### src/source/core_config.svh
// Core configuration
`ifndef CORE_CONFIG_SVH
`define CORE_CONFIG_SVH

// Register and memory word width
`define DATA_WIDTH 16
`define REG_COUNT  16
`define MEM_DEPTH  256

// Dedicated registers
`define DS_REG     14
`define SP_REG     15

// Reset values of SP and DS
`define STACK_TOP  16'h00FF
`define DS_BASE    16'h0000

`endif

### src/source/reg_file.sv
// Register file
`include "core_config.svh"

module reg_file (
	input  logic                             clk,
	input  logic                             rst_n,
	input  logic [$clog2(`REG_COUNT)-1:0]    rs,
	input  logic [$clog2(`REG_COUNT)-1:0]    rt,
	input  logic [$clog2(`REG_COUNT)-1:0]    rd,
	input  logic                             data_reg,
	input  logic                             stack_reg,
	input  logic                             reg_rt_src,
	input  logic                             reg_write,
	input  logic [`DATA_WIDTH-1:0]           wr_data,
	output logic [`DATA_WIDTH-1:0]           rd_data_1,
	output logic [`DATA_WIDTH-1:0]           rd_data_2
);

	localparam int RAW = $clog2(`REG_COUNT);

	logic [`DATA_WIDTH-1:0] regs [`REG_COUNT];
	logic [RAW-1:0]         rd_idx_1;
	logic [RAW-1:0]         rd_idx_2;
	logic [RAW-1:0]         wr_idx;

	always_comb begin
		if (stack_reg)
			rd_idx_1 = RAW'(`SP_REG);
		else if (data_reg)
			rd_idx_1 = RAW'(`DS_REG);   // Base for LW and SW
		else
			rd_idx_1 = rs;
	end

	assign rd_idx_2  = reg_rt_src ? rd : rt;
	assign wr_idx    = stack_reg ? RAW'(`SP_REG) : rd;
	assign rd_data_1 = regs[rd_idx_1];
	assign rd_data_2 = regs[rd_idx_2];

	always_ff @(posedge clk or negedge rst_n) begin
		if (!rst_n) begin
			for (int i = 0; i < `REG_COUNT; i++)
				regs[i] <= '0;
			regs[`DS_REG] <= `DS_BASE;
			regs[`SP_REG] <= `STACK_TOP;
		end else if (reg_write && wr_idx != '0) begin   // r0 stays zero
			regs[wr_idx] <= wr_data;
		end
	end

endmodule

### config.mk
export PLATFORM = sky130hd
export DESIGN_NAME = reg_file
export DESIGN_NICKNAME = d
export VERILOG_FILES = /design/src/source/reg_file.sv
export VERILOG_INCLUDE_DIRS = /design/src /design/src/source
export SDC_FILE = /design/constraint.sdc
export NUM_CORES = 1
export LEC_CHECK = 0
export BUFFER_PORTS_ARGS = -buffer_cell sky130_fd_sc_hd__buf_2
export CAP_MARGIN = 5
export CORE_MARGIN = 5
export CORE_UTILIZATION = 40
export DETAILED_ROUTE_END_ITERATION = 10
export HOLD_SLACK_MARGIN = 0.03
export PLACE_DENSITY = 0.67
export SETUP_SLACK_MARGIN = 0.1
export SLEW_MARGIN = 20
export SYNTH_ARGS = -nofsm -noshare
export SYNTH_HDL_FRONTEND = slang
export SYNTH_SLANG_ARGS = --single-unit
### constraint.sdc
create_clock -name clk -period 3.3 [get_ports clk]
set_input_delay 0.66 -clock clk [delete_from_list [all_inputs] [get_ports clk]]
set_output_delay 0.66 -clock clk [all_outputs]
set_load 0.05 [all_outputs]
==> flow_summary.json <==
{
  "critical_path_required_ns": 2.64,
  "wirelength_um": 40500,
  "status": "completed",
  "grt_pass1_wl_um": 61800,
  "fin_skew_ns": 0,
  "cts.clk_slew.worst_paths_ns": 0.07,
  "drive_gt1_frac": 0.465,
  "syn_area_sq_mm": 0.0136,
  "grt_max_degree": 82,
  "switchingPower_mw": 2.81,
  "die_width_um": 195,
  "drt_pass1_iterations": 5,
  "route.detailed.drc": 0,
  "top_register": "regs",
  "grt_use_total": 0.209,
  "startpoint_type": "input pin",
  "via_count": 9563,
  "htreeDepth": 1,
  "cts_tree": "done",
  "cp-end-kind": "output pin",
  "pre_cts_slack_ns": 0.0875,
  "cts_sinks": 256,
  "post-route-period-util": 0.965,
  "maxSlewHeadroom": 0.488,
  "tns_ns": 0,
  "ctsLongestPathBuffers": 3,
  "synth_ff_type": "dfrtp_1",
  "syn_nets": 1071,
  "yosys_warnings": 0,
  "hpwlAfterDp_um": 25600,
  "drtIter0Drc": 920,
  "p_comb_frac": 0.227,
  "rsz0062_at_grt": "yes",
  "grt_pass1_vias": 9776,
  "crit_fanout": 8,
  "clkLatencyLatePin_ns": 0.54,
  "synth_cells": 1037,
  "ys_seq_area_frac": 0.471,
  "wl_per_cell_um": 25.9,
  "vias_per_cell": 6.11,
  "largest_register_ffs": 256,
  "power_density_mw_per_mm2": 605,
  "gp_congestion": 0.849,
  "final-setup-viol-count": 0,
  "ys_ff_latch": 256,
  "worst_pin_slew_ns": 0.763,
  "power_frac_clock": 0.338,
  "start_util": 0.405,
  "fmaxAchievable_ghz": 0.314,
  "path_class": "input pin to output pin",
  "period_minus_slack_ns": 3.18,
  "vdd.ir_drop.worst_v": 0.000430,
  "io_pins": 66,
  "p_leak_nw": 7.01,
  "core_area_sq_mm": 0.0336,
  "fin_ws_ns": 0.116,
  "slew_viol_final": 0,
  "synthToLayoutAreaGrowth_pct": 16.1,
  "finalHoldViolCount": 0,
  "fin_nets": 1130,
  "p_sw_frac": 0.294,
  "grt_antenna_before_repair": 2,
  "num_rows": 67,
  "p_seq_frac": 0.435,
  "numPortBuffers": 65,
  "synth-edff-count": 0,
  "maxCapViolations": 0,
  "die-area_sq_mm": 0.0379,
  "top_regs": "regs: 256 flops",
  "hp-class": "input pin to asynchronous set/reset pin",
  "grt_remaining_overflow": 0,
  "cp_data_arrival_time_ns": 2.52,
  "cts_root_buffer": "clkbuf_16",
  "cts_buffers": 27,
  "synth-async-reset-ratio": 1.00,
  "drtAntennaViolNets": 0,
  "syn_area_per_cell_sq_um": 13.1,
  "synthDistinctLibCells": 46,
  "r2r_cells": 1,
  "internal_power_mw": 6.76,
  "die_h_um": 195
}
==> cells in the final DEF, fill, tap and decap left out, types with 5 or more instances in the layout <==
cell / Yosys / final
mux2_2: 253 / 253
o22ai_1: 26 / 26
buf_4: 12 / 51
clkinv_2: 0 / 5
dfrtp_1: 248 / 248
o221ai_1: 6 / 6
buf_12: 0 / 19
buf_2: 35 / 54
nand4_1: 16 / 16
mux2i_1: 78 / 77
dfstp_2: 8 / 8
o21ai_0: 32 / 31
mux4_2: 64 / 64
a211o_1: 13 / 13
clkbuf_8: 0 / 5
clkbuf_16: 0 / 29
a222oi_1: 13 / 13
nand2_1: 99 / 99
a21oi_1: 24 / 23
==> logic make-up after synthesis <==
family / count (synthesis) / share of synthesized area
DFF: 256 / 0.471
AOI/OAI and AO/OA: 131 / 0.0643
buffers and inverters: 103 / 0.0378
muxes: 396 / 0.373
and+or+nand+nor: 151 / 0.0539
==> worst paths after layout <==
path	slack [ns]	to	startpoint
min in group clk	0.40	regs[240]$_DFFE_PN0P_	regs[240]$_DFFE_PN0P_
worst min register to register	0.40	regs[240]$_DFFE_PN0P_	regs[240]$_DFFE_PN0P_
max in group asynchronous	2.31	regs[5]$_DFFE_PN1P_	rst_n
worst max-delay path	0.12	rd_data_2[4]	reg_rt_src
worst max register to register	2.48	regs[8]$_DFFE_PN0P_	regs[8]$_DFFE_PN0P_
worst min-delay path	0.09	regs[130]$_DFFE_PN0P_	rst_n
==> timing repair <==
item	in CTS	in global routing
setup endpoints to repair	2	10
gates resized for setup	1	15
hold buffers	0	0
cloned	0	3
setup buffers	0	1
pin swaps	0	1
==> cells in the mapped netlist, drive strengths merged (4+ instances only) <==
cell	number	area [sq um]
o21ai	34	170
a222oi	13	130
mux2i	79	795
o22ai	26	163
a211o	13	114
a21oi	24	120
nand2b	4	32.5
dfrtp	248	6210
or3	4	25.0
buf	53	325
o221ai	6	52.6
nor3b	5	62.6
nand4	16	100
mux4	64	1440
clkbuf	48	183
nor2	4	17.5
nand2	102	390
mux2	253	2850
dfstp	8	210
==> per-stage QoR <==
step | instances | power [mW] | utilization | hold slack, ns | cell area, sq um
2_1_floorplan | 1037 | 5.65 | - | 0.364 | 13600
3_3_place_gp | 1511 | 6.25 | 0.440 | 0.378 | 14800
3_5_place_dp | 1511 | 6.33 | 0.440 | 0.387 | 14800
4_1_cts | 1560 | 9.57 | 0.468 | 0.116 | 15700
5_1_grt | 1564 | 9.96 | 0.471 | 0.139 | 15800
6_report | 1566 | 9.57 | 0.471 | 0.0941 | 15800
==> layout make-up <==
class,count,area (sq um)
multi-input combinational,678,6750
clock inverter,13,179
tap,448,561
fill,2898,17800
timing repair buffer,131,1140
clock buffer,36,759
antenna,2,5.00
inverter,2,7.51
sequential,256,6420
==> layer usage <==
| metal | global-route usage | wire length, um | up-vias |
|---|---|---|---|
| li1 | - | - | 4037 |
| met1 | 0.283 | 16400 | 5063 |
| met2 | 0.345 | 19900 | 371 |
| met3 | 0.0324 | 2710 | 92 |
| met4 | 0.0708 | 1440 | 0 |
| met5 | 0 | 0 | - |
==> power by group through the flow <==
stage	clock [mW]	sequential [mW]	combinational [mW]
global placement	0	4.16	2.09
floorplan	0	4.04	1.61
global route	3.42	4.23	2.32
finish	3.23	4.16	2.17
detailed placement	0	4.19	2.14
CTS	3.28	4.14	2.15
==> critical path, stage by stage <==
cell,delay (ns)
buf_2,0.13
mux2i_4,0.30
buf_4,0.20
clkbuf_16,0.18
mux4_2,0.50
nand2_1,0.09
nand4_1,0.18
buf_4,0.25
No activity file was read; power rests on OpenSTA's default activity.
