### config.mk
export PLATFORM = sky130hd
export DESIGN_NAME = alu
export DESIGN_NICKNAME = d
export VERILOG_FILES = /design/src/source/exec_pkg.sv /design/src/source/alu.sv
export VERILOG_INCLUDE_DIRS = /design/src /design/src/source
export SDC_FILE = /design/constraint.sdc
export NUM_CORES = 1
export LEC_CHECK = 0
export BUFFER_PORTS_ARGS = -buffer_cell sky130_fd_sc_hd__buf_4
export CORE_ASPECT_RATIO = 0.6
export CORE_MARGIN = 10
export CORE_UTILIZATION = 25
export DETAILED_ROUTE_END_ITERATION = 8
export PLACE_DENSITY = 0.49
export SLEW_MARGIN = 0
export SYNTH_ARGS = -nofsm -noshare
export SYNTH_HDL_FRONTEND = slang
export SYNTH_SLANG_ARGS = --single-unit
### constraint.sdc
create_clock -name vclk -period 9.3
set_input_delay 2.325 -clock vclk [all_inputs]
set_output_delay 2.325 -clock vclk [all_outputs]
set_load 0.02 [all_outputs]
### src/source/core_config.svh
// Core configuration
`ifndef CORE_CONFIG_SVH
`define CORE_CONFIG_SVH

// Register and memory word width
`define DATA_WIDTH 16
`define REG_COUNT  16
`define MEM_DEPTH  256

// Dedicated registers
`define DS_REG     14
`define SP_REG     15

// Reset values of SP and DS
`define STACK_TOP  16'h00FF
`define DS_BASE    16'h0000

`endif

### src/source/exec_pkg.sv
// Datapath execution types
package exec_pkg;

	typedef enum logic [2:0] {
		ALU_ADD  = 3'd0,
		ALU_SUB  = 3'd1,
		ALU_NAND = 3'd2,
		ALU_XOR  = 3'd3,
		ALU_INC  = 3'd4,
		ALU_SRA  = 3'd5,
		ALU_SRL  = 3'd6,
		ALU_SLL  = 3'd7
	} alu_op_t;

	// Zero, negative, overflow
	typedef logic [2:0] flags_t;

	localparam int FLAG_Z = 2;
	localparam int FLAG_N = 1;
	localparam int FLAG_V = 0;

endpackage

### src/source/alu.sv
// Arithmetic and logic unit
`include "core_config.svh"

module alu (
	input  exec_pkg::alu_op_t       alu_op,
	input  logic                    alu_src,
	input  logic                    sign_ext_sel,
	input  logic                    load_half,
	input  logic                    half_spec,
	input  logic                    call,
	input  logic                    rtrn,
	input  logic [`DATA_WIDTH-1:0]  opnd_a,
	input  logic [`DATA_WIDTH-1:0]  opnd_b,
	input  logic [7:0]              imm,
	output logic [`DATA_WIDTH-1:0]  result,
	output exec_pkg::flags_t        flags_next
);

	localparam int MSB  = `DATA_WIDTH - 1;
	localparam int SH_W = $clog2(`DATA_WIDTH);

	logic [`DATA_WIDTH-1:0] imm_ext;
	logic [`DATA_WIDTH-1:0] op_b;
	logic [`DATA_WIDTH-1:0] alu_out;
	logic                   ovf;

	// 4-bit immediate of INC, LW and SW
	assign imm_ext = sign_ext_sel ? {{(`DATA_WIDTH-4){imm[3]}}, imm[3:0]}
	                              : {{(`DATA_WIDTH-4){1'b0}}, imm[3:0]};

	always_comb begin
		if (call)
			op_b = '1;                                  // SP - 1
		else if (rtrn)
			op_b = {{(`DATA_WIDTH-1){1'b0}}, 1'b1};     // SP + 1
		else if (alu_src)
			op_b = imm_ext;
		else
			op_b = opnd_b;
	end

	always_comb begin
		ovf = 1'b0;
		case (alu_op)
			exec_pkg::ALU_ADD, exec_pkg::ALU_INC: begin
				alu_out = opnd_a + op_b;
				ovf     = (opnd_a[MSB] == op_b[MSB]) && (alu_out[MSB] != opnd_a[MSB]);
			end
			exec_pkg::ALU_SUB: begin
				alu_out = opnd_a - op_b;
				ovf     = (opnd_a[MSB] != op_b[MSB]) && (alu_out[MSB] != opnd_a[MSB]);
			end
			exec_pkg::ALU_NAND: alu_out = ~(opnd_a & op_b);
			exec_pkg::ALU_XOR:  alu_out = opnd_a ^ op_b;
			exec_pkg::ALU_SRA:  alu_out = $signed(opnd_a) >>> op_b[SH_W-1:0];
			exec_pkg::ALU_SRL:  alu_out = opnd_a >> op_b[SH_W-1:0];
			exec_pkg::ALU_SLL:  alu_out = opnd_a << op_b[SH_W-1:0];
			default:            alu_out = '0;
		endcase
	end

	// Byte merge into rd for LHB and LLB
	always_comb begin
		if (!load_half)
			result = alu_out;
		else if (half_spec)
			result = {opnd_b[MSB:8], imm};
		else
			result = {imm, opnd_b[7:0]};
	end

	assign flags_next[exec_pkg::FLAG_Z] = (result == '0);
	assign flags_next[exec_pkg::FLAG_N] = result[MSB];
	assign flags_next[exec_pkg::FLAG_V] = ovf;

endmodule

==> flow_summary_export.csv <==
group,metric,value,unit
synthesis,synth_most_common_cell,"a21oi_1",
grt,grt_pass1_wl,38530,um
critical_path,critPathArrivalTime,6.78,ns
place,dp.cells,981,
timing,fmaxAchievable,0.1098,GHz
timing,rsz0062_at_grt,"no",
place,place_hpwl,21480,um
timing,worst_pin_slew,1.203,ns
clock_tree,postCtsSetupRepairBufs,0,
timing,fin_crit_sh,0.9790,
final_layout,fillers,2167,
power_and_ir_drop,combPwrFrac,1.000,
min_path,holdCritStartpoint,"opnd_b[10]",
grt,grt_start_max_net_pins,31,
die,chipWidth,199.6,um
power_and_ir_drop,p_sw_frac,0.6296,
detailed_routing,drc_errors,0,
final_layout,antennaDiodeCount,0,
critical_path,crit_fanout,19,
final_layout,syn2layout_area_growth,15.22,%
final_layout,seqCellArea,0,um^2
detailed_routing,wl_per_cell,27.12,um
synthesis,synth_nets,783,
detailed_routing,drt_iter0_markers,1048,
critical_path,crit_path_end_kind,"primary output",
grt,antenna_found_initial,0,
power_and_ir_drop,p_clk_frac,0,
critical_path,crit_type,"input port to primary output",
die,ios,68,
place,gp_congestion,1.016,
power_and_ir_drop,vdd_drop_max,0.00003618,V
timing,hold_viol_final,0,
die,initial_core_util,0.2544,
final_layout,nets,821,
timing,report.final.slew_viol_count,0,
synthesis,syn_area_per_cell,6.925,um^2
timing,slew_headroom,0.1953,
detailed_routing,wl,26600,um
synthesis,netlist_top_cells_count,"a21oi_1, nor2_1, nand2_1, o21ai_0, clkbuf_1",
detailed_routing,antenna_left,0,
clock_tree,post_cts_resized,0,
final_layout,fin_cells,981,
flow_run,max_cap_violations,0,
critical_path,critPathRequiredTime,6.98,ns
grt,overflow,0,
power_and_ir_drop,p_leak,2.257,nW
grt,grt_usage,0.1972,
timing,fin_tns_setup,0,ns
power_and_ir_drop,pwr-share-seq,0,
synthesis,synth_top_area_cell,"ha_1",
power_and_ir_drop,p_per_area,76.14,mW/mm^2
clock_tree,ctsHoldBuffers,0,
die,die_h,127.8,um
synthesis,yosys-top-cells-area,"ha_1, mux4_2, a21oi_1",
synthesis,ys_seq_area_frac,0,
final_layout,clockBufferCount,0,
synthesis,yosysTopAreaCellShare,0.08788,
synthesis,synth-warning-count,0,
die,coreArea,0.01903,mm^2
outcome,status,"finished, final reports clean",
min_path,hold_end,"result[10]",
synthesis,syn-cell-area,0.004841,mm^2
detailed_routing,via_per_inst,6.363,
place,numPortBuffers,68,
die,rows,39,
power_and_ir_drop,intPower,0.0001573,W
grt,grt_pass1_vias,5720,
power_and_ir_drop,p_sw,0.0002674,W
synthesis,synth_cell_type_count,82,
die,dieArea,0.02551,mm^2
critical_path,start_kind,"input port",
timing,finalSetupViolations,0,
detailed_routing,num_vias,6242,
final_layout,sequential_cell_total,0,
synthesis,synthesis.instances,699,
final_layout,drive_gt1_frac,0.1878,
min_path,holdPathStages,4,
detailed_routing,drtPass1Iterations,6,
min_path,min_path_type,"input port to primary output",
timing,finalCriticalPeriod,9.105,ns
cell families after synthesis:
logic type,Yosys count,synth area share
adders and majority gates,35,0.09201
muxes,52,0.1760
AOI/OAI and AO/OA,264,0.3732
xor gates and xnor gates,13,0.02352
buffers and inverters,97,0.08684
and+or+nand+nor,238,0.2484
critical path, stage by stage:
cell	delay [ns]
buf_4	0.22
a21oi_1	0.10
buf_4	0.18
o21ai_0	0.23
nand2b_1	0.17
ha_1	0.47
nor2_1	0.31
nand2_1	0.11
o311ai_0	0.76
or2_2	0.27
o311ai_0	0.13
or4_1	0.45
a21oi_1	0.18
nand4b_1	0.24
nor4_2	0.40
buf_4	0.22
power groups by stage:
stage / logic, W / clock network, W / registers [W]
floorplan: 0.000256 / 0 / 0
global placement: 0.000409 / 0 / 0
detailed placement: 0.000405 / 0 / 0
CTS: 0.000407 / 0 / 0
global route: 0.000451 / 0 / 0
finish: 0.000425 / 0 / 0
worst max-delay path by stage:
stage / to / cells after the start / startpoint / slack, ns
floorplan: flags_next[2] / 18 / alu_src / 0.75
global placement: flags_next[2] / 16 / alu_src / 0.39
detailed placement: flags_next[2] / 16 / alu_src / 0.42
CTS: flags_next[2] / 16 / alu_src / 0.42
global route: flags_next[2] / 16 / alu_src / 0.01
finish: flags_next[2] / 16 / alu_src / 0.19
through the flow:
stage                     worst slack (ns)  hold slack (ns)  area [um^2]    util  total power [W]
after floorplan                     0.7504            4.931         4841       -        0.0002563
final                               0.1950            5.215         5578  0.2931        0.0004247
after detailed placement            0.4206            5.184         5578  0.2931        0.0004049
after global placement              0.3901            5.236         5578  0.2931        0.0004089
after CTS                           0.4179            5.187         5578  0.2931        0.0004072
after global routing               0.01336            5.194         5578  0.2931        0.0004509
cell type report:
type / count / area, um^2 / share of cell area
Timing Repair Buffer: 92 / 690.7 / 0.1238
Tap cell: 246 / 307.8 / 0.05518
Inverter: 41 / 158.9 / 0.02849
Multi-Input combinational cell: 602 / 4420 / 0.7925
layer usage:
layer | global-route usage | share of wire | vias to the layer above | wire length [um]
met1 | 0.3113 | 0.48 | 2994 | 12860
met2 | 0.2282 | 0.33 | 464 | 8910
li1 | - | - | 2765 | -
met5 | 0 | 0 | - | 0
met3 | 0.09885 | 0.18 | 19 | 4692
met4 | 0.009309 | 0.0052 | 0 | 139
cell usage in the layout (no fill, tap or decap), types with 8 or more instances in the layout:
cell type	instances
a21oi_1	58
o21ai_0	51
a21o_1	8
nand2b_1	19
nor2_1	57
nor3_1	18
o221ai_1	8
a31oi_1	14
nand2_1	51
buf_4	92
o31a_1	8
nor2b_1	13
a211oi_1	15
mux4_2	18
nand3_1	28
inv_1	36
mux2i_1	21
and3_1	8
ha_1	34
xnor2_1	10
o211ai_1	8
(Power assumes the default switching activity.)
