**config.mk**
```make
export PLATFORM = sky130hd
export DESIGN_NAME = control_logic
export DESIGN_NICKNAME = d
export VERILOG_FILES = /design/src/source/core_config.svh /design/src/source/exec_pkg.sv /design/src/source/isa_pkg.sv /design/src/source/control_logic.sv
export SDC_FILE = /design/constraint.sdc
export NUM_CORES = 1
export LEC_CHECK = 0
export BUFFER_PORTS_ARGS = -buffer_cell sky130_fd_sc_hd__buf_2
export CORE_AREA = 2 2 39 41
export DETAILED_ROUTE_END_ITERATION = 6
export DIE_AREA = 0 0 41 43
export GPL_TIMING_DRIVEN = 0
export PLACE_DENSITY = 0.37
export SLEW_MARGIN = 15
export SYNTH_ARGS = -nofsm -noshare
export SYNTH_HDL_FRONTEND = slang
export SYNTH_SLANG_ARGS = --single-unit
```
**constraint.sdc**
```tcl
create_clock -name vclk -period 0.8
set_input_delay 0.04 -clock vclk [all_inputs]
set_output_delay 0.04 -clock vclk [all_outputs]
set_load 0.01 [all_outputs]
```
**src/source/core_config.svh**
```systemverilog
// Core configuration
`ifndef CORE_CONFIG_SVH
`define CORE_CONFIG_SVH

// Register and memory word width
`define DATA_WIDTH 16
`define REG_COUNT  16
`define MEM_DEPTH  256

// Dedicated registers
`define DS_REG     14
`define SP_REG     15

// Reset values of SP and DS
`define STACK_TOP  16'h00FF
`define DS_BASE    16'h0000

`endif

```
**src/source/exec_pkg.sv**
```systemverilog
// Datapath execution types
package exec_pkg;

	typedef enum logic [2:0] {
		ALU_ADD  = 3'd0,
		ALU_SUB  = 3'd1,
		ALU_NAND = 3'd2,
		ALU_XOR  = 3'd3,
		ALU_INC  = 3'd4,
		ALU_SRA  = 3'd5,
		ALU_SRL  = 3'd6,
		ALU_SLL  = 3'd7
	} alu_op_t;

	// Zero, negative, overflow
	typedef logic [2:0] flags_t;

	localparam int FLAG_Z = 2;
	localparam int FLAG_N = 1;
	localparam int FLAG_V = 0;

endpackage

```
**src/source/isa_pkg.sv**
```systemverilog
// Instruction set types
package isa_pkg;

	// Low three bits of the ALU opcodes select the ALU operation
	typedef enum logic [3:0] {
		ADD  = 4'h0,
		SUB  = 4'h1,
		NAND = 4'h2,
		XOR  = 4'h3,
		INC  = 4'h4,
		SRA  = 4'h5,
		SRL  = 4'h6,
		SLL  = 4'h7,
		LW   = 4'h8,
		SW   = 4'h9,
		LHB  = 4'hA,
		LLB  = 4'hB,
		B    = 4'hC,
		CALL = 4'hD,
		RET  = 4'hE,
		ERR  = 4'hF
	} opcode_t;

	// Branch conditions in bits 11..9
	typedef enum logic [2:0] {
		EQ = 3'b000,
		LT = 3'b001,
		GT = 3'b010,
		OV = 3'b011,
		NE = 3'b100,
		GE = 3'b101,
		LE = 3'b110,
		TR = 3'b111   // Always taken
	} cond_t;

	// Instruction word, opcode in 15..12
	typedef logic [15:0] instr_t;

endpackage

```
**src/source/control_logic.sv**
```systemverilog
// Opcode decoder
module control_logic (
	input  isa_pkg::opcode_t  opcode,
	output logic              data_reg,     // Port 1 reads DS
	output logic              stack_reg,    // Port 1 reads SP, write goes to SP
	output logic              call,
	output logic              rtrn,
	output logic              branch,
	output logic              mem_to_reg,   // Load data to rd
	output exec_pkg::alu_op_t alu_op,
	output logic              alu_src,      // Immediate operand
	output logic              sign_ext_sel,
	output logic              reg_rt_src,   // Port 2 reads rd
	output logic              reg_write,
	output logic              mem_write,
	output logic              mem_read,
	output logic              load_half,
	output logic              half_spec,    // 0 LHB, 1 LLB
	output logic              flag_write
);

	always_comb begin
		// All-zero defaults leave ERR as a plain PC step
		data_reg     = 1'b0;
		stack_reg    = 1'b0;
		call         = 1'b0;
		rtrn         = 1'b0;
		branch       = 1'b0;
		mem_to_reg   = 1'b0;
		alu_op       = exec_pkg::ALU_ADD;
		alu_src      = 1'b0;
		sign_ext_sel = 1'b0;
		reg_rt_src   = 1'b0;
		reg_write    = 1'b0;
		mem_write    = 1'b0;
		mem_read     = 1'b0;
		load_half    = 1'b0;
		half_spec    = 1'b0;
		flag_write   = 1'b0;

		case (opcode)
			isa_pkg::ADD, isa_pkg::SUB, isa_pkg::NAND, isa_pkg::XOR,
			isa_pkg::SRA, isa_pkg::SRL, isa_pkg::SLL: begin
				alu_op     = exec_pkg::alu_op_t'(opcode[2:0]);
				reg_write  = 1'b1;
				flag_write = 1'b1;
			end
			isa_pkg::INC: begin
				alu_op       = exec_pkg::ALU_INC;
				alu_src      = 1'b1;
				sign_ext_sel = 1'b1;   // Signed step
				reg_write    = 1'b1;
				flag_write   = 1'b1;
			end
			isa_pkg::LW: begin
				data_reg   = 1'b1;
				alu_src    = 1'b1;
				mem_read   = 1'b1;
				mem_to_reg = 1'b1;
				reg_write  = 1'b1;
			end
			isa_pkg::SW: begin
				data_reg   = 1'b1;
				alu_src    = 1'b1;
				reg_rt_src = 1'b1;     // Store data is rd
				mem_write  = 1'b1;
			end
			isa_pkg::LHB, isa_pkg::LLB: begin
				reg_rt_src = 1'b1;
				load_half  = 1'b1;
				half_spec  = opcode[0];
				reg_write  = 1'b1;
			end
			isa_pkg::B:
				branch = 1'b1;
			isa_pkg::CALL: begin
				stack_reg = 1'b1;
				call      = 1'b1;
				mem_write = 1'b1;   // Push return address
				reg_write = 1'b1;   // SP - 1
			end
			isa_pkg::RET: begin
				stack_reg = 1'b1;
				rtrn      = 1'b1;
				mem_read  = 1'b1;
				reg_write = 1'b1;   // SP + 1
			end
			default: ;
		endcase
	end

endmodule

```
==> qor.txt, run 1 <==
failing checks: setup timing
Mapped Nets: 34
area leader, netlist: nor2_1
fin worst setup slack: -0.008922 ns
worst-path cell chain: buf_8 > or3b_1 > a21oi_1 > buf_2
RSZ-0062 raised after global routing: yes
pre-CTS setup slack: -0.06536 ns
status: finished with violations
Hold Violations, Final: 0
CP Capture Type: primary output
Worst path max stage delay: 0.36 ns
cell depth of the worst setup path: 4
port bufs: 22
area delta synth->final: 134.7%
minimum clock period after layout: 0.8089 ns
worst path required time: 0.76 ns
final wirelength: 599 um
Slowest cell on crit path: or3b_1
met1 usage in global routing: 0.1016
most common cell in the synthesized netlist: nor2_1
Final setup violation count: 1
clkbuf count: 0
Power Density: 497.4 nW/um^2
# IOs: 22
hold path start: opcode[3]
Max-Cap Viols: 0
vias: 283
post-DR vias/cell: 3.931
area of the die: 1763 um^2
Die W: 41 um
Post-Synthesis Cells: 30
nets@finish: 62
fillcell total: 173
VDD IR max: 0.0001174 V
Mapped Area: 155.1 um^2
CORE AREA: 1384 um^2
routed len/inst: 8.319 um
met3 usage: 0
CP bufs+invs: 2
met2 usage in global routing: 0.1125
first-pass GRT wire length: 910 um
synthesis warning total: 0
slew at the pin with the worst max-slew slack: 0.2023 ns
Crit path arrival time: 0.77 ns
largest net degree at the start of global routing: 11
Critical Path Source Type: input pin
synthesized area per cell: 5.172 um^2
Leak: 0.2119 nW
largest cells by area after synthesis: nor2_1 (22%), nand2b_1 (12%), nor3_1 (9.7%)
GRT overflow: 0
first drt pass iteration count: 2
top cell type's share of synthesized area: 0.2177
number of remaining DRC errors: 0
Detail Route Antenna Nets: 0
Seq cells: 0
worst setup path endpoint: alu_src
Tot Pwr: 0.1811 mW
register area: 0 um^2
Core Util, Final: 0.2631
Post-Layout Cell Count: 72
initial antenna violation count: 0
Ant. Diodes: 0
register area share after synthesis: 0
layout cells sized above 1: 0.5893
Initial Utilization: 0.1121
most used routing layer: met2
Yosys cell types: 13
hold crit path type: in -> out
multi-input combinational cell area: 161.4 um^2
commonest cells in the netlist: nor2_1 (9), nand2_1 (3), nand2b_1 (3), nor3_1 (3)
CP max FO: 4
vias in the first global route: 231
Max Freq: 1.236 GHz
type of the worst setup path: in -> out
GPL Wtd Cong: 0.6293
Die H: 43 um
HPWL after DPL: 462.6 um
Final Cycle Share: 1.011
Crit path max-delay family: simple AND/OR/NAND/NOR gates
placed insts: 68
Pins Over Slew Limit: 0
Total Routing Usage GR: 0.06800
Setup crit start: opcode[3]
FP Rows: 14
initial DRC count: 3
worst rel slew slack: 0.8648
==> how the worst min path moves through the flow <==
| stage | end | slack, ns | cells past startpoint |
|---|---|---|---|
| CTS | alu_op[1] | 0.41 | 4 |
| detailed placement | alu_op[1] | 0.42 | 3 |
| global placement | alu_op[1] | 0.42 | 3 |
| finish | alu_op[1] | 0.42 | 4 |
| global route | alu_op[1] | 0.43 | 4 |
| floorplan | alu_op[1] | 0.12 | 1 |
==> kinds of logic after synthesis <==
kind of cell    after synthesis  share of synthesized area
simple gates                 22                     0.6855
buf+inv                       4                     0.1290
compound gates                3                     0.1290
xor+xnor                      1                    0.05646
==> repair_timing <==
action | in CTS | in global routing
pin swaps | 2 | 1
hold buffers | 0 | 0
cloned | 0 | 0
setup endpoints to repair | 4 | 5
endpoints found under the hold margin | 0 | 0
gates resized for setup | 8 | 4
buffers inserted | 4 | 0
==> layer usage <==
metal  wire [um]  part of all wire
met1         250              0.42
met2         305              0.51
met3          43             0.072
met4           0                 0
met5           0                 0
==> report_power, final <==
part / switching [mW] / internal [mW] / leakage (nW)
Sequential: 0 / 0 / 0
Clock: 0 / 0 / 0
Combinational: 0.0920 / 0.0891 / 0.212
Total: 0.0920 / 0.0891 / 0.212
==> per-stage QoR <==
step / setup TNS, ns / hold WS (ns) / cell area (um^2)
floorplan: 0 / 0.1229 / 155.1
global route: -0.08795 / 0.4329 / 364.1
CTS: -0.01578 / 0.4139 / 345.3
finish: -0.008922 / 0.4152 / 364.1
global placement: -0.1164 / 0.4205 / 285.3
detailed placement: -0.1296 / 0.4218 / 285.3
==> layout by cell type (no fill, tap or decap), drive strengths merged <==
master | Yosys | routed
buf | 2 | 28
nor2 | 9 | 9
nand2 | 3 | 3
nor3 | 3 | 3
nand2b | 3 | 3
nor2b | 2 | 2
inv | 2 | 2
a21oi | 2 | 2
and2 | 1 | 1
or3b | 1 | 1
xor2 | 1 | 1
o32a | 1 | 1
==> tightest hold or removal path: stages <==
cell and delay (ns):
buf_8 0.08, buf_4 0.10, nor2_1 0.03, buf_2 0.12
==> final cells by class <==
cell class | count | area share
multi-input cells | 26 | 0.4433
inverters | 2 | 0.02062
repair buffers | 26 | 0.4192
well taps | 16 | 0.05498
plain buffers | 2 | 0.06186
No activity file was read; power rests on OpenSTA's default activity.
==> run 2: changes to the inputs <==
--- a/config.mk
+++ b/config.mk
@@ -15,3 +15,4 @@
 export SYNTH_ARGS = -nofsm -noshare
 export SYNTH_HDL_FRONTEND = slang
 export SYNTH_SLANG_ARGS = --single-unit
+export TNS_END_PERCENT = 30
==> qor.txt, run 2 (synthesis gave the netlist of run 1 again) <==
Psw: 0.08612 mW
clkbuf count: 0
type of the worst setup path: in -> out
Initial Utilization: 0.1121
area delta synth->final: 114.5%
Reg power frac: 0
CP bufs+invs: 2
first drt pass iteration count: 2
hold crit path type: in -> out
worst-path cell chain: buf_8 > or3b_1 > a21oi_1 > buf_2
multi-input combinational cell area: 145.1 um^2
slew at the pin with the worst max-slew slack: 0.1605 ns
CORE AREA: 1384 um^2
status: finished with violations
area of the die: 1763 um^2
combinational power share: 1.000
Ant. Diodes: 0
Cell Int Power: 0.07925 mW
commonest non-fill, non-tap cells in the layout: buf_2 (20), nor2_1 (9), nand2_1 (3), nor3_1 (3), buf_4 (3)
Detail Route Antenna Nets: 0
pre-CTS setup slack: -0.06536 ns
FP Rows: 14
cts hold-fix bufs: 0
worst rel slew slack: 0.8928
commonest non-fill, non-tap cell in the layout: buf_2
port bufs: 22
CP max FO: 4
layout cells sized above 1: 0.5185
Max-Cap Viols: 0
vias in the first global route: 224
CP Capture Type: primary output
Max Freq: 1.236 GHz
minimum clock period after layout: 0.8090 ns
post-DR vias/cell: 3.814
Total Routing Usage GR: 0.06500
Clk network pwr share: 0
Pins Over Slew Limit: 0
switching share of power: 0.5208
initial antenna violation count: 0
Hold Violations, Final: 0
setup tns final: -0.009016 ns
HPWL after DPL: 462.6 um
RSZ-0062 raised after global routing: yes
fillcell total: 172
Final setup violation count: 1
vias: 267
largest net degree at the start of global routing: 11
Crit path max-delay family: simple AND/OR/NAND/NOR gates
register area: 0 um^2
worst path required time: 0.76 ns
# IOs: 22
fin worst setup slack: -0.009016 ns
Die W: 41 um
first-pass GRT wire length: 869 um
Die H: 43 um
GRT overflow: 0
Tot Pwr: 0.1654 mW
final wirelength: 577 um
Slowest cell on crit path: or3b_1
Critical Path Source Type: input pin
routed len/inst: 8.243 um
number of remaining DRC errors: 0
Final Cycle Share: 1.011
nets@finish: 60
initial DRC count: 1
Crit path arrival time: 0.77 ns
Power Density: 496.9 nW/um^2
Leak: 0.1955 nW
GPL Wtd Cong: 0.6293
VDD IR max: 0.0001237 V
Worst path max stage delay: 0.36 ns
failing checks: setup timing
Seq cells: 0
-- run 2: changes by cell type in the layout (fill, tap and decap cells not counted) --
cell and change:
buf_4 -2, a21oi_1 +1, a21oi_2 -1, nand2b_1 +1
nand2b_4 -1, nor3_1 +1, nor3_2 -1
-- run 2: worst paths after layout --
kind | start | end | slack [ns] | cells after the start
hold / removal | opcode[3] | alu_op[1] | 0.41 | 4
setup / recovery | opcode[3] | alu_src | -0.009 | 4
-- run 2: routing by layer --
metal	track usage	vias to the layer above	wire, um
met2	0.1094	10	284
met4	0	0	0
met3	0	0	43
li1	-	144	-
met1	0.09524	113	249
met5	0	-	0
-- run 2: stage by stage --
stage	area (um^2)	util	cells	hold WS, ns
after floorplan	155.1	-	30	0.1229
after global placement	285.3	0.2061	68	0.4205
after detailed placement	285.3	0.2061	68	0.4218
after CTS	330.3	0.2387	70	0.4139
after global routing	332.8	0.2405	70	0.4329
final	332.8	0.2405	70	0.4149
-- run 2: power by group through the flow --
| stage | Clock [mW] | Combinational [mW] | Sequential, mW |
|---|---|---|---|
| CTS | 0 | 0.168 | 0 |
| global route | 0 | 0.184 | 0 |
| floorplan | 0 | 0.0822 | 0 |
| finish | 0 | 0.165 | 0 |
| detailed placement | 0 | 0.144 | 0 |
| global placement | 0 | 0.144 | 0 |
-- run 2: timing repair --
action	4_1_cts	5_1_grt
setup buffers	2	0
endpoints found under the setup margin	4	6
gates resized for setup	8	1
pin swaps	3	0
-- run 2: final cells by class --
type | instances | area share
plain buffers | 2 | 0.06767
multi-input cells | 26 | 0.4361
repair buffers | 24 | 0.4135
well taps | 16 | 0.06015
inverters | 2 | 0.02256
