### src/source/core_config.svh
// Core configuration
`ifndef CORE_CONFIG_SVH
`define CORE_CONFIG_SVH

// Register and memory word width
`define DATA_WIDTH 16
`define REG_COUNT  16
`define MEM_DEPTH  256

// Dedicated registers
`define DS_REG     14
`define SP_REG     15

// Reset values of SP and DS
`define STACK_TOP  16'h00FF
`define DS_BASE    16'h0000

`endif

### src/source/exec_pkg.sv
// Datapath execution types
package exec_pkg;

	typedef enum logic [2:0] {
		ALU_ADD  = 3'd0,
		ALU_SUB  = 3'd1,
		ALU_NAND = 3'd2,
		ALU_XOR  = 3'd3,
		ALU_INC  = 3'd4,
		ALU_SRA  = 3'd5,
		ALU_SRL  = 3'd6,
		ALU_SLL  = 3'd7
	} alu_op_t;

	// Zero, negative, overflow
	typedef logic [2:0] flags_t;

	localparam int FLAG_Z = 2;
	localparam int FLAG_N = 1;
	localparam int FLAG_V = 0;

endpackage

### src/source/isa_pkg.sv
// Instruction set types
package isa_pkg;

	// Low three bits of the ALU opcodes select the ALU operation
	typedef enum logic [3:0] {
		ADD  = 4'h0,
		SUB  = 4'h1,
		NAND = 4'h2,
		XOR  = 4'h3,
		INC  = 4'h4,
		SRA  = 4'h5,
		SRL  = 4'h6,
		SLL  = 4'h7,
		LW   = 4'h8,
		SW   = 4'h9,
		LHB  = 4'hA,
		LLB  = 4'hB,
		B    = 4'hC,
		CALL = 4'hD,
		RET  = 4'hE,
		ERR  = 4'hF
	} opcode_t;

	// Branch conditions in bits 11..9
	typedef enum logic [2:0] {
		EQ = 3'b000,
		LT = 3'b001,
		GT = 3'b010,
		OV = 3'b011,
		NE = 3'b100,
		GE = 3'b101,
		LE = 3'b110,
		TR = 3'b111   // Always taken
	} cond_t;

	// Instruction word, opcode in 15..12
	typedef logic [15:0] instr_t;

endpackage

### src/source/pc_unit.sv
// Program counter and flags
`include "core_config.svh"

module pc_unit (
	input  logic                    clk,
	input  logic                    rst_n,
	input  logic                    instr_valid,
	input  logic                    branch,
	input  logic                    call,
	input  logic                    rtrn,
	input  logic                    flag_write,
	input  isa_pkg::cond_t          cond,
	input  logic [11:0]             offset,
	input  exec_pkg::flags_t        flags_next,
	input  logic [`DATA_WIDTH-1:0]  ret_addr,
	output logic [`DATA_WIDTH-1:0]  pc,
	output exec_pkg::flags_t        flags
);

	logic [`DATA_WIDTH-1:0] pc_inc;
	logic [`DATA_WIDTH-1:0] br_target;
	logic [`DATA_WIDTH-1:0] call_target;
	logic [`DATA_WIDTH-1:0] pc_next;
	logic                   z;
	logic                   n;
	logic                   v;
	logic                   taken;

	assign pc_inc      = pc + 1'b1;
	assign br_target   = pc_inc + {{(`DATA_WIDTH-9){offset[8]}}, offset[8:0]};   // 9-bit offset
	assign call_target = pc_inc + {{(`DATA_WIDTH-12){offset[11]}}, offset};

	assign z = flags[exec_pkg::FLAG_Z];
	assign n = flags[exec_pkg::FLAG_N];
	assign v = flags[exec_pkg::FLAG_V];

	always_comb begin
		case (cond)
			isa_pkg::EQ: taken = z;
			isa_pkg::LT: taken = n;
			isa_pkg::GT: taken = !z && !n;
			isa_pkg::OV: taken = v;
			isa_pkg::NE: taken = !z;
			isa_pkg::GE: taken = !n;
			isa_pkg::LE: taken = n || z;
			default:     taken = 1'b1;   // TR
		endcase
	end

	always_comb begin
		if (rtrn)
			pc_next = ret_addr;   // Popped from stack
		else if (call)
			pc_next = call_target;
		else if (branch && taken)
			pc_next = br_target;
		else
			pc_next = pc_inc;
	end

	always_ff @(posedge clk or negedge rst_n) begin
		if (!rst_n) begin
			pc    <= '0;
			flags <= '0;
		end else if (instr_valid) begin
			pc <= pc_next;
			if (flag_write)
				flags <= flags_next;
		end
	end

endmodule

### config.mk
export PLATFORM = sky130hd
export DESIGN_NAME = pc_unit
export DESIGN_NICKNAME = d
export VERILOG_FILES = /design/src/source/exec_pkg.sv /design/src/source/isa_pkg.sv /design/src/source/pc_unit.sv
export VERILOG_INCLUDE_DIRS = /design/src /design/src/source
export SDC_FILE = /design/constraint.sdc
export NUM_CORES = 1
export LEC_CHECK = 0
export BUFFER_PORTS_ARGS = -buffer_cell sky130_fd_sc_hd__buf_2
export CAP_MARGIN = 20
export CORE_ASPECT_RATIO = 0.7
export CORE_UTILIZATION = 30
export DETAILED_ROUTE_END_ITERATION = 12
export PLACE_DENSITY_LB_ADDON = 0.08
export REMOVE_ABC_BUFFERS = 1
export SYNTH_ARGS = -nofsm -noshare
export SYNTH_HDL_FRONTEND = slang
export SYNTH_SLANG_ARGS = --single-unit
### constraint.sdc
create_clock -name clk -period 4.5 [get_ports clk]
set_clock_uncertainty 0.2 [all_clocks]
set_input_delay 0.225 -clock clk [delete_from_list [all_inputs] [get_ports clk]]
set_output_delay 0.225 -clock clk [all_outputs]
set_load 0.01 [all_outputs]
==> flow_summary.rst, run 1 <==
.. list-table::
   :header-rows: 1

   * - Metric
     - Value
   * - First-pass GRT wire length
     - 12,200 µm
   * - Ordered cell list for the critical path
     - nand3_1 > nor2_1 > and4_1 > nor2b_1 > nand3_1 > xnor2_1 > ha_1 > a211oi_1 > nand2_1 > o221a_2 > mux2i_1 > or3_1 > a21oi_1 > nand3b_1
   * - Result of the run
     - complete, no violations
   * - Port-buffer cells
     - between 50 and 60
   * - Floorplan core area
     - around 8000 µm²
   * - Measured slew at the worst slew-check pin
     - approximately 1100 ps
   * - H-tree depth reported by CTS
     - 1
   * - Average cell area after synthesis
     - 7.67 µm²
   * - Crit path kind
     - reg -> reg
   * - Maximum number of pins on one net before global-route repair
     - 25
   * - Clock slew at the register clock pins of the worst setup and hold paths
     - around 60 ps
   * - Crit. End Element
     - register
   * - Worst hold margin
     - 11.2 ps
   * - Number of iterations in the first detailed-routing pass
     - 4
   * - Later-pin clock latency in the skew report
     - 250 ps
   * - Fill cell total of the finished layout
     - between 800 and 900
   * - Synthesized instance count
     - 316
   * - Number of enable-type register cells in the synthesized netlist
     - 0
   * - Height of the die
     - 77.2 µm
   * - Final setup violation count
     - 0
   * - Number of buffers on the longest clock path
     - 2
   * - Vias in the first global route
     - about 2.3k
   * - DIE AREA
     - 8440 µm²
   * - Layout overhead on the synthesized area
     - 21.4%
   * - All-layer global routing usage
     - around a fifth
   * - Library cell occupying the most area in the post-synthesis netlist
     - sky130_fd_sc_hd__dfrtp_1
   * - Detailed Route WL
     - ~7400 µm
   * - Aggregate global routing overflow
     - 0
   * - Class of the most critical hold timing path
     - in -> reg
   * - Endpoints failing hold
     - 0
   * - Fraction of final layout cells with drive strength greater than 1
     - about a fifth
   * - Number of ports placed on the die boundary
     - 60
   * - Async set or reset register ratio after synthesis
     - 100%
   * - Most area-consuming cells after synthesis
     - sky130_fd_sc_hd__dfrtp_1 20%, sky130_fd_sc_hd__ha_1 13%, sky130_fd_sc_hd__xnor2_1 7.2%, sky130_fd_sc_hd__nor2_1 5.4%, sky130_fd_sc_hd__a21oi_1 5.0%
   * - Half-perimeter wire length of the detailed placement result
     - 5880 µm
   * - Number of DRC markers after the initial detailed-route iteration
     - 137
   * - Post-synth top area share
     - 19.6%
   * - Fin crit period
     - 3950 ps
   * - Multi-input combinational cell area
     - 1870 µm²
   * - Worst setup slack before clock tree synthesis
     - 624 ps
   * - Vias per cell
     - about 5.1
   * - Final worst-path cycle share
     - 87.9%
   * - Sequential area share after synthesis
     - 19.6%
   * - Combined buffer and inverter count along the critical path
     - 0
   * - Via total after detailed routing
     - approximately 2.4k
   * - Clock root buffer
     - sky130_fd_sc_hd__clkbuf_16
   * - CP Max Fanout
     - 6
   * - Leakage
     - between 1 and 1.5 nW
   * - Top_reg_cell synth
     - sky130_fd_sc_hd__dfrtp_1
   * - Post-route ant nets
     - 0
   * - RSZ-0062 raised after global routing
     - false
   * - Category of cells accounting for the largest share of critical-path delay
     - simple AND/OR/NAND/NOR gates
   * - Top achievable clock speed
     - 0.253 GHz
   * - Weighted congestion at the end of routability-driven global placement
     - 0.834
   * - CTS tree
     - yes
   * - Number of antenna violations at the first check in global routing
     - 0
   * - Relative max-transition margin
     - ~29%
   * - Post-synthesis register bit count
     - 19
   * - Max_cap viols
     - 0
   * - Final #Nets
     - 444
   * - Clock sinks
     - 19
   * - Cell type of the slowest stage on the worst timing path
     - sky130_fd_sc_hd__dfrtp_1
   * - Total of cells resized after clock tree synthesis
     - 0
   * - Number of buffers inserted during clock tree synthesis
     - 3
   * - Power density over the cells
     - between 400 and 500 nW/µm²
   * - Most repeated library cell on the critical path
     - sky130_fd_sc_hd__nand3_1
   * - DRC violation count after routing
     - 0
   * - WL per Instance
     - 15.4 µm
   * - Dominant cell by count in the synthesized netlist
     - sky130_fd_sc_hd__nor2_1
   * - Initial cell density of the core
     - 30.9%
   * - FF+latch area
     - 475 µm²
   * - Crit path launch type
     - register
   * - Final WS setup
     - between 500 and 600 ps
   * - Width of the chip
     - 109 µm
   * - Slew Viols, Final
     - 0
   * - Most frequent cells after synthesis
     - 35 x sky130_fd_sc_hd__nor2_1, 31 x sky130_fd_sc_hd__nand2_1, 25 x sky130_fd_sc_hd__ha_1
   * - Number of standard-cell rows in the floorplan
     - 27
   * - Synthesized cell area
     - 2420 µm²
   * - Worst Path Required
     - 4490 ps
   * - Post-synthesis cell type count
     - 50
   * - Maximum single-stage delay on the critical path
     - 430 ps
   * - Worst VDD drop
     - 0.000183 V
   * - Post-route setup TNS
     - 0 ps
   * - Antenna Diode Count
     - 0
   * - Arr. time, crit path
     - 3940 ps
   * - Number of warning messages in the yosys log
     - 0
registers in the layout (all words and copies together), names as in the netlist:
name   count
pc        16
flags      3
final cells by class:
type                    instances  area share [%]
multi-input cells             277            63.7
inverters                      13            1.66
clock buffers                   3            2.55
well taps                     101            4.30
clock inverters                 1           0.255
flip-flops and latches         19            16.2
repair buffers                 63            11.4
worst paths after layout:
path | from | to | slack, ps | depth (start not counted)
setup / recovery | pc[2]$_DFFE_PN0P_ | pc[15]$_DFFE_PN0P_ | 550 | 14
hold / removal | ret_addr[0] | pc[0]$_DFFE_PN0P_ | 10 | 3
setup reg to reg | pc[2]$_DFFE_PN0P_ | pc[15]$_DFFE_PN0P_ | 550 | 14
hold reg to reg | flags[0]$_DFFE_PN0P_ | flags[0]$_DFFE_PN0P_ | 360 | 1
max in group asynchronous | rst_n | pc[4]$_DFFE_PN0P_ | 3520 | 2
min in group asynchronous | rst_n | pc[12]$_DFFE_PN0P_ | 260 | 2
per-layer routing:
layer / part of all wire, % / global-route usage (%) / vias up
li1: - / - / 1271
met1: 57 / 30.9 / 1115
met2: 35 / 23.8 / 58
met3: 7.0 / 3.83 / 4
met4: 0.73 / 4.13 / 0
met5: 0 / 0 / -
cells in the final DEF (no fill, tap or decap), types with 3 or more instances in the layout:
cell type / n
sky130_fd_sc_hd__o21ai_0: 23
sky130_fd_sc_hd__inv_1: 11
sky130_fd_sc_hd__a31oi_1: 4
sky130_fd_sc_hd__mux2_2: 6
sky130_fd_sc_hd__nor3b_1: 4
sky130_fd_sc_hd__a21o_1: 5
sky130_fd_sc_hd__buf_2: 59
sky130_fd_sc_hd__dfrtp_1: 19
sky130_fd_sc_hd__nor3_1: 3
sky130_fd_sc_hd__a211oi_1: 4
sky130_fd_sc_hd__xnor2_1: 20
sky130_fd_sc_hd__ha_1: 25
sky130_fd_sc_hd__or3_1: 4
sky130_fd_sc_hd__o211ai_1: 7
sky130_fd_sc_hd__dlygate4sd3_1: 4
sky130_fd_sc_hd__mux2i_1: 6
sky130_fd_sc_hd__nor2b_1: 7
sky130_fd_sc_hd__nand2_1: 31
sky130_fd_sc_hd__nand2b_1: 7
sky130_fd_sc_hd__and3_1: 3
sky130_fd_sc_hd__nor2_1: 35
sky130_fd_sc_hd__nand3_1: 15
sky130_fd_sc_hd__xor2_1: 10
sky130_fd_sc_hd__a21oi_1: 24
sky130_fd_sc_hd__clkbuf_16: 3
power breakdown:
part | switching [W] | internal [W] | total (W)
clock | 0.0000709 | 0.000120 | 0.000191
sequential | 0.0000595 | 0.000213 | 0.000272
combinational | 0.000477 | 0.000356 | 0.000833
tightest hold or removal path, stage by stage:
cell                      delay, ps
sky130_fd_sc_hd__buf_2           80
sky130_fd_sc_hd__o22ai_1         50
sky130_fd_sc_hd__nor2_1          70
kinds of logic (layout without fill, tap and decap cells):
family | after synthesis | in the layout | synth area share [%]
AND/OR/NAND/NOR | 122 | 122 | 24.5
adder cells (fa/ha/maj) | 26 | 26 | 13.7
flip-flops | 19 | 19 | 19.6
AO/OA/AOI/OAI | 87 | 87 | 22.9
multiplexers | 12 | 12 | 5.27
buffers and inverters | 20 | 80 | 3.10
XOR/XNOR | 30 | 30 | 10.8
timing repair:
| item | in CTS | in global routing |
|---|---|---|
| hold endpoints to repair | 22 | 0 |
| buffers inserted | 0 | 0 |
| hold buffers | 4 | 0 |
per-stage QoR:
| stage | total power, W | instance area [µm²] | utilization (%) | instances |
|---|---|---|---|---|
| final | 0.00130 | 2940 | 37.5 | 477 |
| after global routing | 0.00142 | 2940 | 37.5 | 477 |
| after CTS | 0.00129 | 2940 | 37.5 | 477 |
| after detailed placement | 0.00109 | 2820 | 36.0 | 469 |
| after global placement | 0.00110 | 2820 | 36.0 | 469 |
| after floorplan | 0.000854 | 2400 | - | 309 |
(Power assumes the default switching activity.)
==> run 2, diff against run 1 <==
--- a/config.mk
+++ b/config.mk
@@ -9,6 +9,7 @@
 export BUFFER_PORTS_ARGS = -buffer_cell sky130_fd_sc_hd__buf_2
 export CAP_MARGIN = 20
 export CORE_ASPECT_RATIO = 0.7
+export CORE_MARGIN = 2
 export CORE_UTILIZATION = 30
 export DETAILED_ROUTE_END_ITERATION = 12
 export PLACE_DENSITY_LB_ADDON = 0.08
==> run 2 against run 1 <==
  * Via count shrank 0.94%
  * Critical path depth is the same
  * First-iteration DRC count grew 23%
  * Flip-flop and latch count is the same
  * Sequential power is essentially flat
  * Power shrank 0.41%
  * Final area shrank 0.17%
  * Largest power group unchanged
  * Maximum frequency grew 0.70%
  * Worst setup slack gained 27 ps
  * Register-to-register slack gained 30 ps
  * Clock power is essentially flat
==> flow_summary.rst, run 2 (synthesis gave the netlist of run 1 again) <==
.. list-table::
   :header-rows: 1

   * - Metric
     - Value
   * - Share of power burned in combinational logic
     - 64.3%
   * - Post-Layout Cell Count
     - 477
   * - Endpoints failing hold
     - 0
   * - Proportion of total power due to net switching
     - 46.7%
   * - Power density over the cells
     - 440 nW/µm²
   * - Class of the most critical hold timing path
     - in -> reg
   * - Leakage
     - 1.33 nW
   * - Switching Power
     - 0.000603 W
   * - Most repeated library cell on the critical path
     - sky130_fd_sc_hd__nand3_1
   * - Number of ports placed on the die boundary
     - 60
   * - Int Pwr
     - 0.000688 W
   * - Most flop-heavy register
     - pc
   * - Total of cells resized after clock tree synthesis
     - 0
   * - Vias in the first global route
     - about 2.2k
   * - Origin of the worst setup path
     - pc[2]$_DFFE_PN0P_
   * - Number of buffers inserted during clock tree synthesis
     - 3
   * - First-pass GRT wire length
     - 12,000 µm
   * - Number of placed instances, taps included
     - 470
   * - Worst Path Required
     - ~4500 ps
   * - Number of antenna violations at the first check in global routing
     - 0
   * - Layout overhead on the synthesized area
     - 21.2%
   * - Fin crit period
     - 3930 ps
   * - Category of cells accounting for the largest share of critical-path delay
     - simple AND/OR/NAND/NOR gates
   * - Weighted congestion at the end of routability-driven global placement
     - 0.846
   * - Relative max-transition margin
     - 62.1%
   * - WL per Instance
     - around 15 µm
   * - CP Max Fanout
     - 6
   * - Crit path launch type
     - register
   * - Floorplan core area
     - 7840 µm²
   * - Number of standard-cell rows in the floorplan
     - 27
   * - Detailed Route WL
     - approximately 7400 µm
   * - Measured slew at the worst slew-check pin
     - ~560 ps
   * - Slew Viols, Final
     - 0
   * - R2R Path Start
     - pc[2]$_DFFE_PN0P_
   * - Number of logic stages on the critical path including buffering
     - 14
   * - Proportion of power drawn by flip-flops and latches
     - about a fifth
   * - Width of the chip
     - 111 µm
   * - Clock sinks
     - 19
   * - Fraction of power consumed by the clock network
     - between 10% and 20%
   * - Initial cell density of the core
     - 30.9%
   * - Fraction of final layout cells with drive strength greater than 1
     - 20.7%
   * - Endpoint of the worst-slack reg-to-reg timing path
     - pc[15]$_DFFE_PN0P_
   * - Register-to-register setup slack
     - 570 ps
   * - Number of DRC markers after the initial detailed-route iteration
     - around 170
   * - Post-route ant nets
     - 0
   * - H-tree depth reported by CTS
     - 1
   * - DRC violation count after routing
     - 0
   * - DIE AREA
     - 8820 µm²
   * - Arr. time, crit path
     - 3910 ps
   * - R2R depth
     - 14
   * - Maximum number of pins on one net before global-route repair
     - 25
   * - Cell type of the slowest stage on the worst timing path
     - sky130_fd_sc_hd__dfrtp_1
   * - Top achievable clock speed
     - 0.255 GHz
   * - Worst VDD drop
     - 0.000124 V
   * - CP Capture Point
     - pc[15]$_DFFE_PN0P_
   * - Maximum single-stage delay on the critical path
     - approximately 420 ps
   * - Via total after detailed routing
     - 2,425
   * - Final Cell Area
     - 2940 µm²
   * - Commonest non-fill, non-tap cells in the layout
     - 59 x sky130_fd_sc_hd__buf_2, 35 x sky130_fd_sc_hd__nor2_1, 31 x sky130_fd_sc_hd__nand2_1, 25 x sky130_fd_sc_hd__ha_1, 24 x sky130_fd_sc_hd__a21oi_1
   * - Number of iterations in the first detailed-routing pass
     - 4
   * - Post-route setup TNS
     - 0 ps
   * - All-layer global routing usage
     - 16.7%
   * - RSZ-0062 raised after global routing
     - false
   * - Ordered cell list for the critical path
     - nand3_1 > nor2_1 > and4_1 > nor2b_1 > nand3_1 > xnor2_1 > ha_1 > a211oi_1 > nand2_1 > o221a_2 > mux2i_1 > or3_1 > a21oi_1 > nand3b_1
   * - Max_cap viols
     - 0
   * - Final setup violation count
     - 0
   * - Flip-flop count of the largest register after layout
     - 16
   * - Clock slew at the register clock pins of the worst setup and hold paths
     - 60 ps
   * - Crit path kind
     - reg -> reg
   * - Height of the die
     - 79.2 µm
   * - Antenna Diode Count
     - 0
   * - Number of buffers on the longest clock path
     - 2
   * - Final #Nets
     - ~440
   * - Placed Instance Area
     - 2830 µm²
   * - Most common cell after layout, fill and taps aside
     - sky130_fd_sc_hd__buf_2
   * - Final worst-path cycle share
     - 87.3%
   * - Result of the run
     - complete, no violations
   * - CTS tree
     - yes
   * - Later-pin clock latency in the skew report
     - 250 ps
   * - Clock root buffer
     - sky130_fd_sc_hd__clkbuf_16
   * - Crit. End Element
     - register
   * - Vias per cell
     - 5.08
   * - Port-buffer cells
     - 59
   * - Aggregate global routing overflow
     - 0
   * - Half-perimeter wire length of the detailed placement result
     - 5830 µm
   * - Combined buffer and inverter count along the critical path
     - 0
   * - Largest regs
     - pc x16, flags x3
==> run 2: cell count changes in the layout (fill, tap and decap cells not counted), sizes merged <==
cell,delta
clkinv,+1
clkinvlp,-1
buf,+1
dlygate4sd3,-1
==> run 2: how the worst min path moves through the flow <==
stage,from,end,slack (ps),depth (start not counted)
global route,flags_next[2],flags[2]$_DFFE_PN0P_,20,2
CTS,flags_next[2],flags[2]$_DFFE_PN0P_,0.6,2
floorplan,rst_n,flags[0]$_DFFE_PN0P_,-270,0
detailed placement,rst_n,pc[14]$_DFFE_PN0P_,20,1
global placement,rst_n,pc[14]$_DFFE_PN0P_,20,1
finish,flags_next[2],flags[2]$_DFFE_PN0P_,6,2
==> run 2: area by class of cell <==
cell class / instances / area [µm²]
fill: 844 / 4900
multi-input combinational: 277 / 1870
sequential: 19 / 475
timing repair buffer: 63 / 333
tap: 101 / 126
clock buffer: 3 / 75.1
inverter: 13 / 48.8
clock inverter: 1 / 5.00
==> run 2: timing repair <==
| action | in CTS | in global routing |
|---|---|---|
| setup endpoints to repair | 0 | 0 |
| hold buffers | 3 | 0 |
| buffers inserted | 0 | 0 |
| endpoints found under the hold margin | 21 | 0 |
==> run 2: routing by layer <==
metal	up-vias	GRT usage (%)	wire length, µm
met3	2	2.37	363
met2	57	22.6	2650
met1	1107	27.6	4310
li1	1259	-	-
met5	-	0	0
met4	0	2.59	29
==> run 2: per-stage QoR <==
| step | setup WS (ps) | util [%] | hold slack (ps) | power [W] |
|---|---|---|---|---|
| after floorplan | 1060 | - | -271 | 0.000854 |
| after global placement | 649 | 36.0 | 19.3 | 0.00110 |
| after detailed placement | 612 | 36.0 | 18.5 | 0.00109 |
| after CTS | 578 | 37.5 | 0.559 | 0.00129 |
| after global routing | 164 | 37.5 | 16.0 | 0.00140 |
| final | 573 | 37.5 | 6.19 | 0.00129 |
==> run 2: power groups by stage <==
| stage | sequential (W) | clock, W | combinational [W] |
|---|---|---|---|
| floorplan | 0.000282 | 0 | 0.000572 |
| global placement | 0.000275 | 0 | 0.000829 |
| detailed placement | 0.000275 | 0 | 0.000814 |
| CTS | 0.000273 | 0.000193 | 0.000827 |
| global route | 0.000283 | 0.000198 | 0.000923 |
| finish | 0.000272 | 0.000188 | 0.000830 |
==> run 3, diff against run 2 <==
--- a/config.mk
+++ b/config.mk
@@ -12,6 +12,7 @@
 export CORE_MARGIN = 2
 export CORE_UTILIZATION = 30
 export DETAILED_ROUTE_END_ITERATION = 12
+export GPL_TIMING_DRIVEN = 0
 export PLACE_DENSITY_LB_ADDON = 0.08
 export REMOVE_ABC_BUFFERS = 1
 export SYNTH_ARGS = -nofsm -noshare
==> run 3 against run 2 <==
  * Maximum frequency hardly changed
  * Combinational power is 1% lower
  * Largest cell class unchanged
  * Clock-buffer cell count stayed put
  * Flip-flop and latch count stayed put
  * Power is 1.3% lower
  * Global-route usage is 0.29 points lower
  * Non-clock buffer count is 2 lower
  * Sequential share of layout area is 0.083 points higher
  * Wire length is 3.9% lower
  * Largest power group unchanged
  * Final area is 0.51% lower
==> flow_summary.rst, run 3 (synthesis gave the netlist of run 1 again) <==
.. list-table::
   :header-rows: 1

   * - Metric
     - Value
   * - Result of the run
     - complete, no violations
   * - H-tree depth reported by CTS
     - 1
   * - CP Max Fanout
     - 6
   * - Weighted congestion at the end of routability-driven global placement
     - 0.818
   * - Largest regs
     - pc x16, flags x3
   * - Post-CTS Setup Repair Bufs
     - 0
   * - Number of buffers inserted during clock tree synthesis
     - 3
   * - Endpoints failing hold
     - 0
   * - Clock root buffer
     - sky130_fd_sc_hd__clkbuf_16
   * - Fill cell total of the finished layout
     - 849
   * - Crit path launch type
     - register
   * - Height of the die
     - ~79 µm
   * - Vias per cell
     - 5.02
   * - Worst Hold Path Cells
     - 2
   * - Cell type of the slowest stage on the worst timing path
     - sky130_fd_sc_hd__dfrtp_1
   * - Endpoint of the worst-slack reg-to-reg timing path
     - pc[15]$_DFFE_PN0P_
   * - DIE AREA
     - between 8000 and 9000 µm²
   * - End point of the worst hold path
     - flags[1]$_DFFE_PN0P_
   * - Number of standard-cell rows in the floorplan
     - 27
   * - Leakage
     - 1.32 nW
   * - Category of cells accounting for the largest share of critical-path delay
     - simple AND/OR/NAND/NOR gates
   * - Relative max-transition margin
     - 34.4%
   * - Worst hold margin
     - 7.64 ps
   * - Final worst-path cycle share
     - 87.3%
   * - Floorplan core area
     - around 7800 µm²
   * - Final #Nets
     - 442
   * - Top achievable clock speed
     - 0.255 GHz
   * - Number of buffers on the longest clock path
     - 2
   * - Worst setup slack before clock tree synthesis
     - 618 ps
   * - Slew Viols, Final
     - 0
   * - Post-route ant nets
     - 0
   * - Measured slew at the worst slew-check pin
     - roughly 980 ps
   * - Most common cell after layout, fill and taps aside
     - sky130_fd_sc_hd__buf_2
   * - Antenna Diode Count
     - 0
   * - Crit. End Element
     - register
   * - DRC violation count after routing
     - 0
   * - Combined buffer and inverter count along the critical path
     - 0
   * - Origin of the worst setup path
     - pc[2]$_DFFE_PN0P_
   * - Post-route setup TNS
     - 0 ps
   * - Flip-flop count of the largest register after layout
     - 16
   * - CTS tree
     - yes
   * - Power density over the cells
     - 436 nW/µm²
   * - Final setup violation count
     - 0
   * - Crit path kind
     - reg -> reg
   * - Start point of the worst hold path
     - flags_next[1]
   * - Share of power burned in combinational logic
     - 64.4%
   * - Later-pin clock latency in the skew report
     - between 200 and 300 ps
   * - Fin crit period
     - 3930 ps
   * - Clock sinks
     - 19
   * - R2R depth
     - 14
   * - Worst Path Required
     - 4480 ps
   * - Most repeated library cell on the critical path
     - sky130_fd_sc_hd__nand3_1
   * - Clock slew at the register clock pins of the worst setup and hold paths
     - ~50 ps
   * - Via total after detailed routing
     - 2,385
   * - RSZ-0062 raised after global routing
     - false
   * - First-pass GRT wire length
     - 11,800 µm
   * - Fraction of final layout cells with drive strength greater than 1
     - 20.6%
   * - WL per Instance
     - 14.9 µm
   * - Number of DRC markers after the initial detailed-route iteration
     - 108
   * - Fraction of power consumed by the clock network
     - 14.3%
   * - Number of antenna violations at the first check in global routing
     - 0
   * - Maximum single-stage delay on the critical path
     - between 400 and 500 ps
   * - Number of iterations in the first detailed-routing pass
     - 4
   * - Int Pwr
     - just under 0.0007 W
   * - Worst VDD drop
     - 0.000149 V
   * - Proportion of total power due to net switching
     - 46.1%
   * - Switching Power
     - 0.000587 W
   * - Final WS setup
     - 571 ps
   * - Number of ports placed on the die boundary
     - 60
   * - Max_cap viols
     - 0
   * - Port-buffer cells
     - between 50 and 60
   * - Detailed Route WL
     - around 7100 µm
   * - Aggregate global routing overflow
     - 0
   * - Commonest non-fill, non-tap cells in the layout
     - 59 x sky130_fd_sc_hd__buf_2, 35 x sky130_fd_sc_hd__nor2_1, 31 x sky130_fd_sc_hd__nand2_1, 25 x sky130_fd_sc_hd__ha_1, 24 x sky130_fd_sc_hd__a21oi_1
   * - Initial cell density of the core
     - 30.9%
   * - Width of the chip
     - about 110 µm
   * - Power consumption
     - 0.00127 W
   * - R2R Path Start
     - pc[2]$_DFFE_PN0P_
   * - Maximum number of pins on one net before global-route repair
     - 25
   * - Register-to-register setup slack
     - 570 ps
   * - Class of the most critical hold timing path
     - in -> reg
   * - Proportion of power drawn by flip-flops and latches
     - 21.3%
   * - Arr. time, crit path
     - approximately 4000 ps
   * - Layout overhead on the synthesized area
     - 20.6%
   * - Vias in the first global route
     - 2,277
   * - Most flop-heavy register
     - pc
   * - Half-perimeter wire length of the detailed placement result
     - 5820 µm
   * - All-layer global routing usage
     - 16.4%
   * - Ordered cell list for the critical path
     - nand3_1 > nor2_1 > and4_1 > nor2b_1 > nand3_1 > xnor2_1 > ha_1 > a211oi_1 > nand2_1 > o221a_2 > mux2i_1 > or3_1 > a21oi_1 > nand3b_1
[run 3: cell count changes in the layout (fill, tap and decap cells not counted)]
cell / previous run / this run
sky130_fd_sc_hd__buf_4: 1 / 0
sky130_fd_sc_hd__clkinv_2: 1 / 0
sky130_fd_sc_hd__clkinvlp_4: 0 / 1
sky130_fd_sc_hd__dlygate4sd3_1: 3 / 2
[run 3: worst max-delay path by stage]
stage                               to  slack [ps]  cells after the start
floorplan           pc[15]$_DFFE_PN0P_        1060                     14
global placement    pc[15]$_DFFE_PN0P_         570                     14
detailed placement  pc[15]$_DFFE_PN0P_         620                     14
CTS                 pc[15]$_DFFE_PN0P_         580                     14
global route        pc[15]$_DFFE_PN0P_         230                     14
finish              pc[15]$_DFFE_PN0P_         570                     14
[run 3: per-layer routing]
| metal | track usage (%) | wire [µm] |
|---|---|---|
| met1 | 27.2 | 4100 |
| met2 | 22.1 | 2540 |
| met3 | 2.06 | 398 |
| met4 | 2.96 | 25 |
| met5 | 0 | 0 |
[run 3: power by group through the flow]
stage | clock network (W) | logic, W | registers [W]
6_report | 0.000182 | 0.000820 | 0.000272
4_1_cts | 0.000190 | 0.000822 | 0.000272
2_1_floorplan | 0 | 0.000572 | 0.000282
5_1_grt | 0.000199 | 0.000936 | 0.000280
3_3_place_gp | 0 | 0.000816 | 0.000273
3_5_place_dp | 0 | 0.000810 | 0.000275
[run 3: cell type report]
type                            count  area [µm²]  area share (%)
Clock buffer                        3        75.1            2.57
Clock inverter                      1        7.51           0.257
Inverter                           13        48.8            1.67
Multi-Input combinational cell    277        1870            64.1
Sequential cell                    19         475            16.3
Tap cell                          101         126            4.33
Timing Repair Buffer               61         315            10.8
[run 3: repair_timing]
| item | in CTS | in global routing |
|---|---|---|
| endpoints found under the setup margin | 0 | 0 |
| hold endpoints to repair | 20 | 0 |
| gates resized for setup | 0 | 0 |
| hold buffers | 2 | 0 |
[run 3: stage by stage]
stage | utilization, % | cell area [µm²] | instances
after detailed placement | 36.0 | 2820 | 469
after CTS | 37.3 | 2920 | 475
after floorplan | - | 2400 | 309
final | 37.3 | 2920 | 475
after global routing | 37.3 | 2920 | 475
after global placement | 36.0 | 2820 | 469
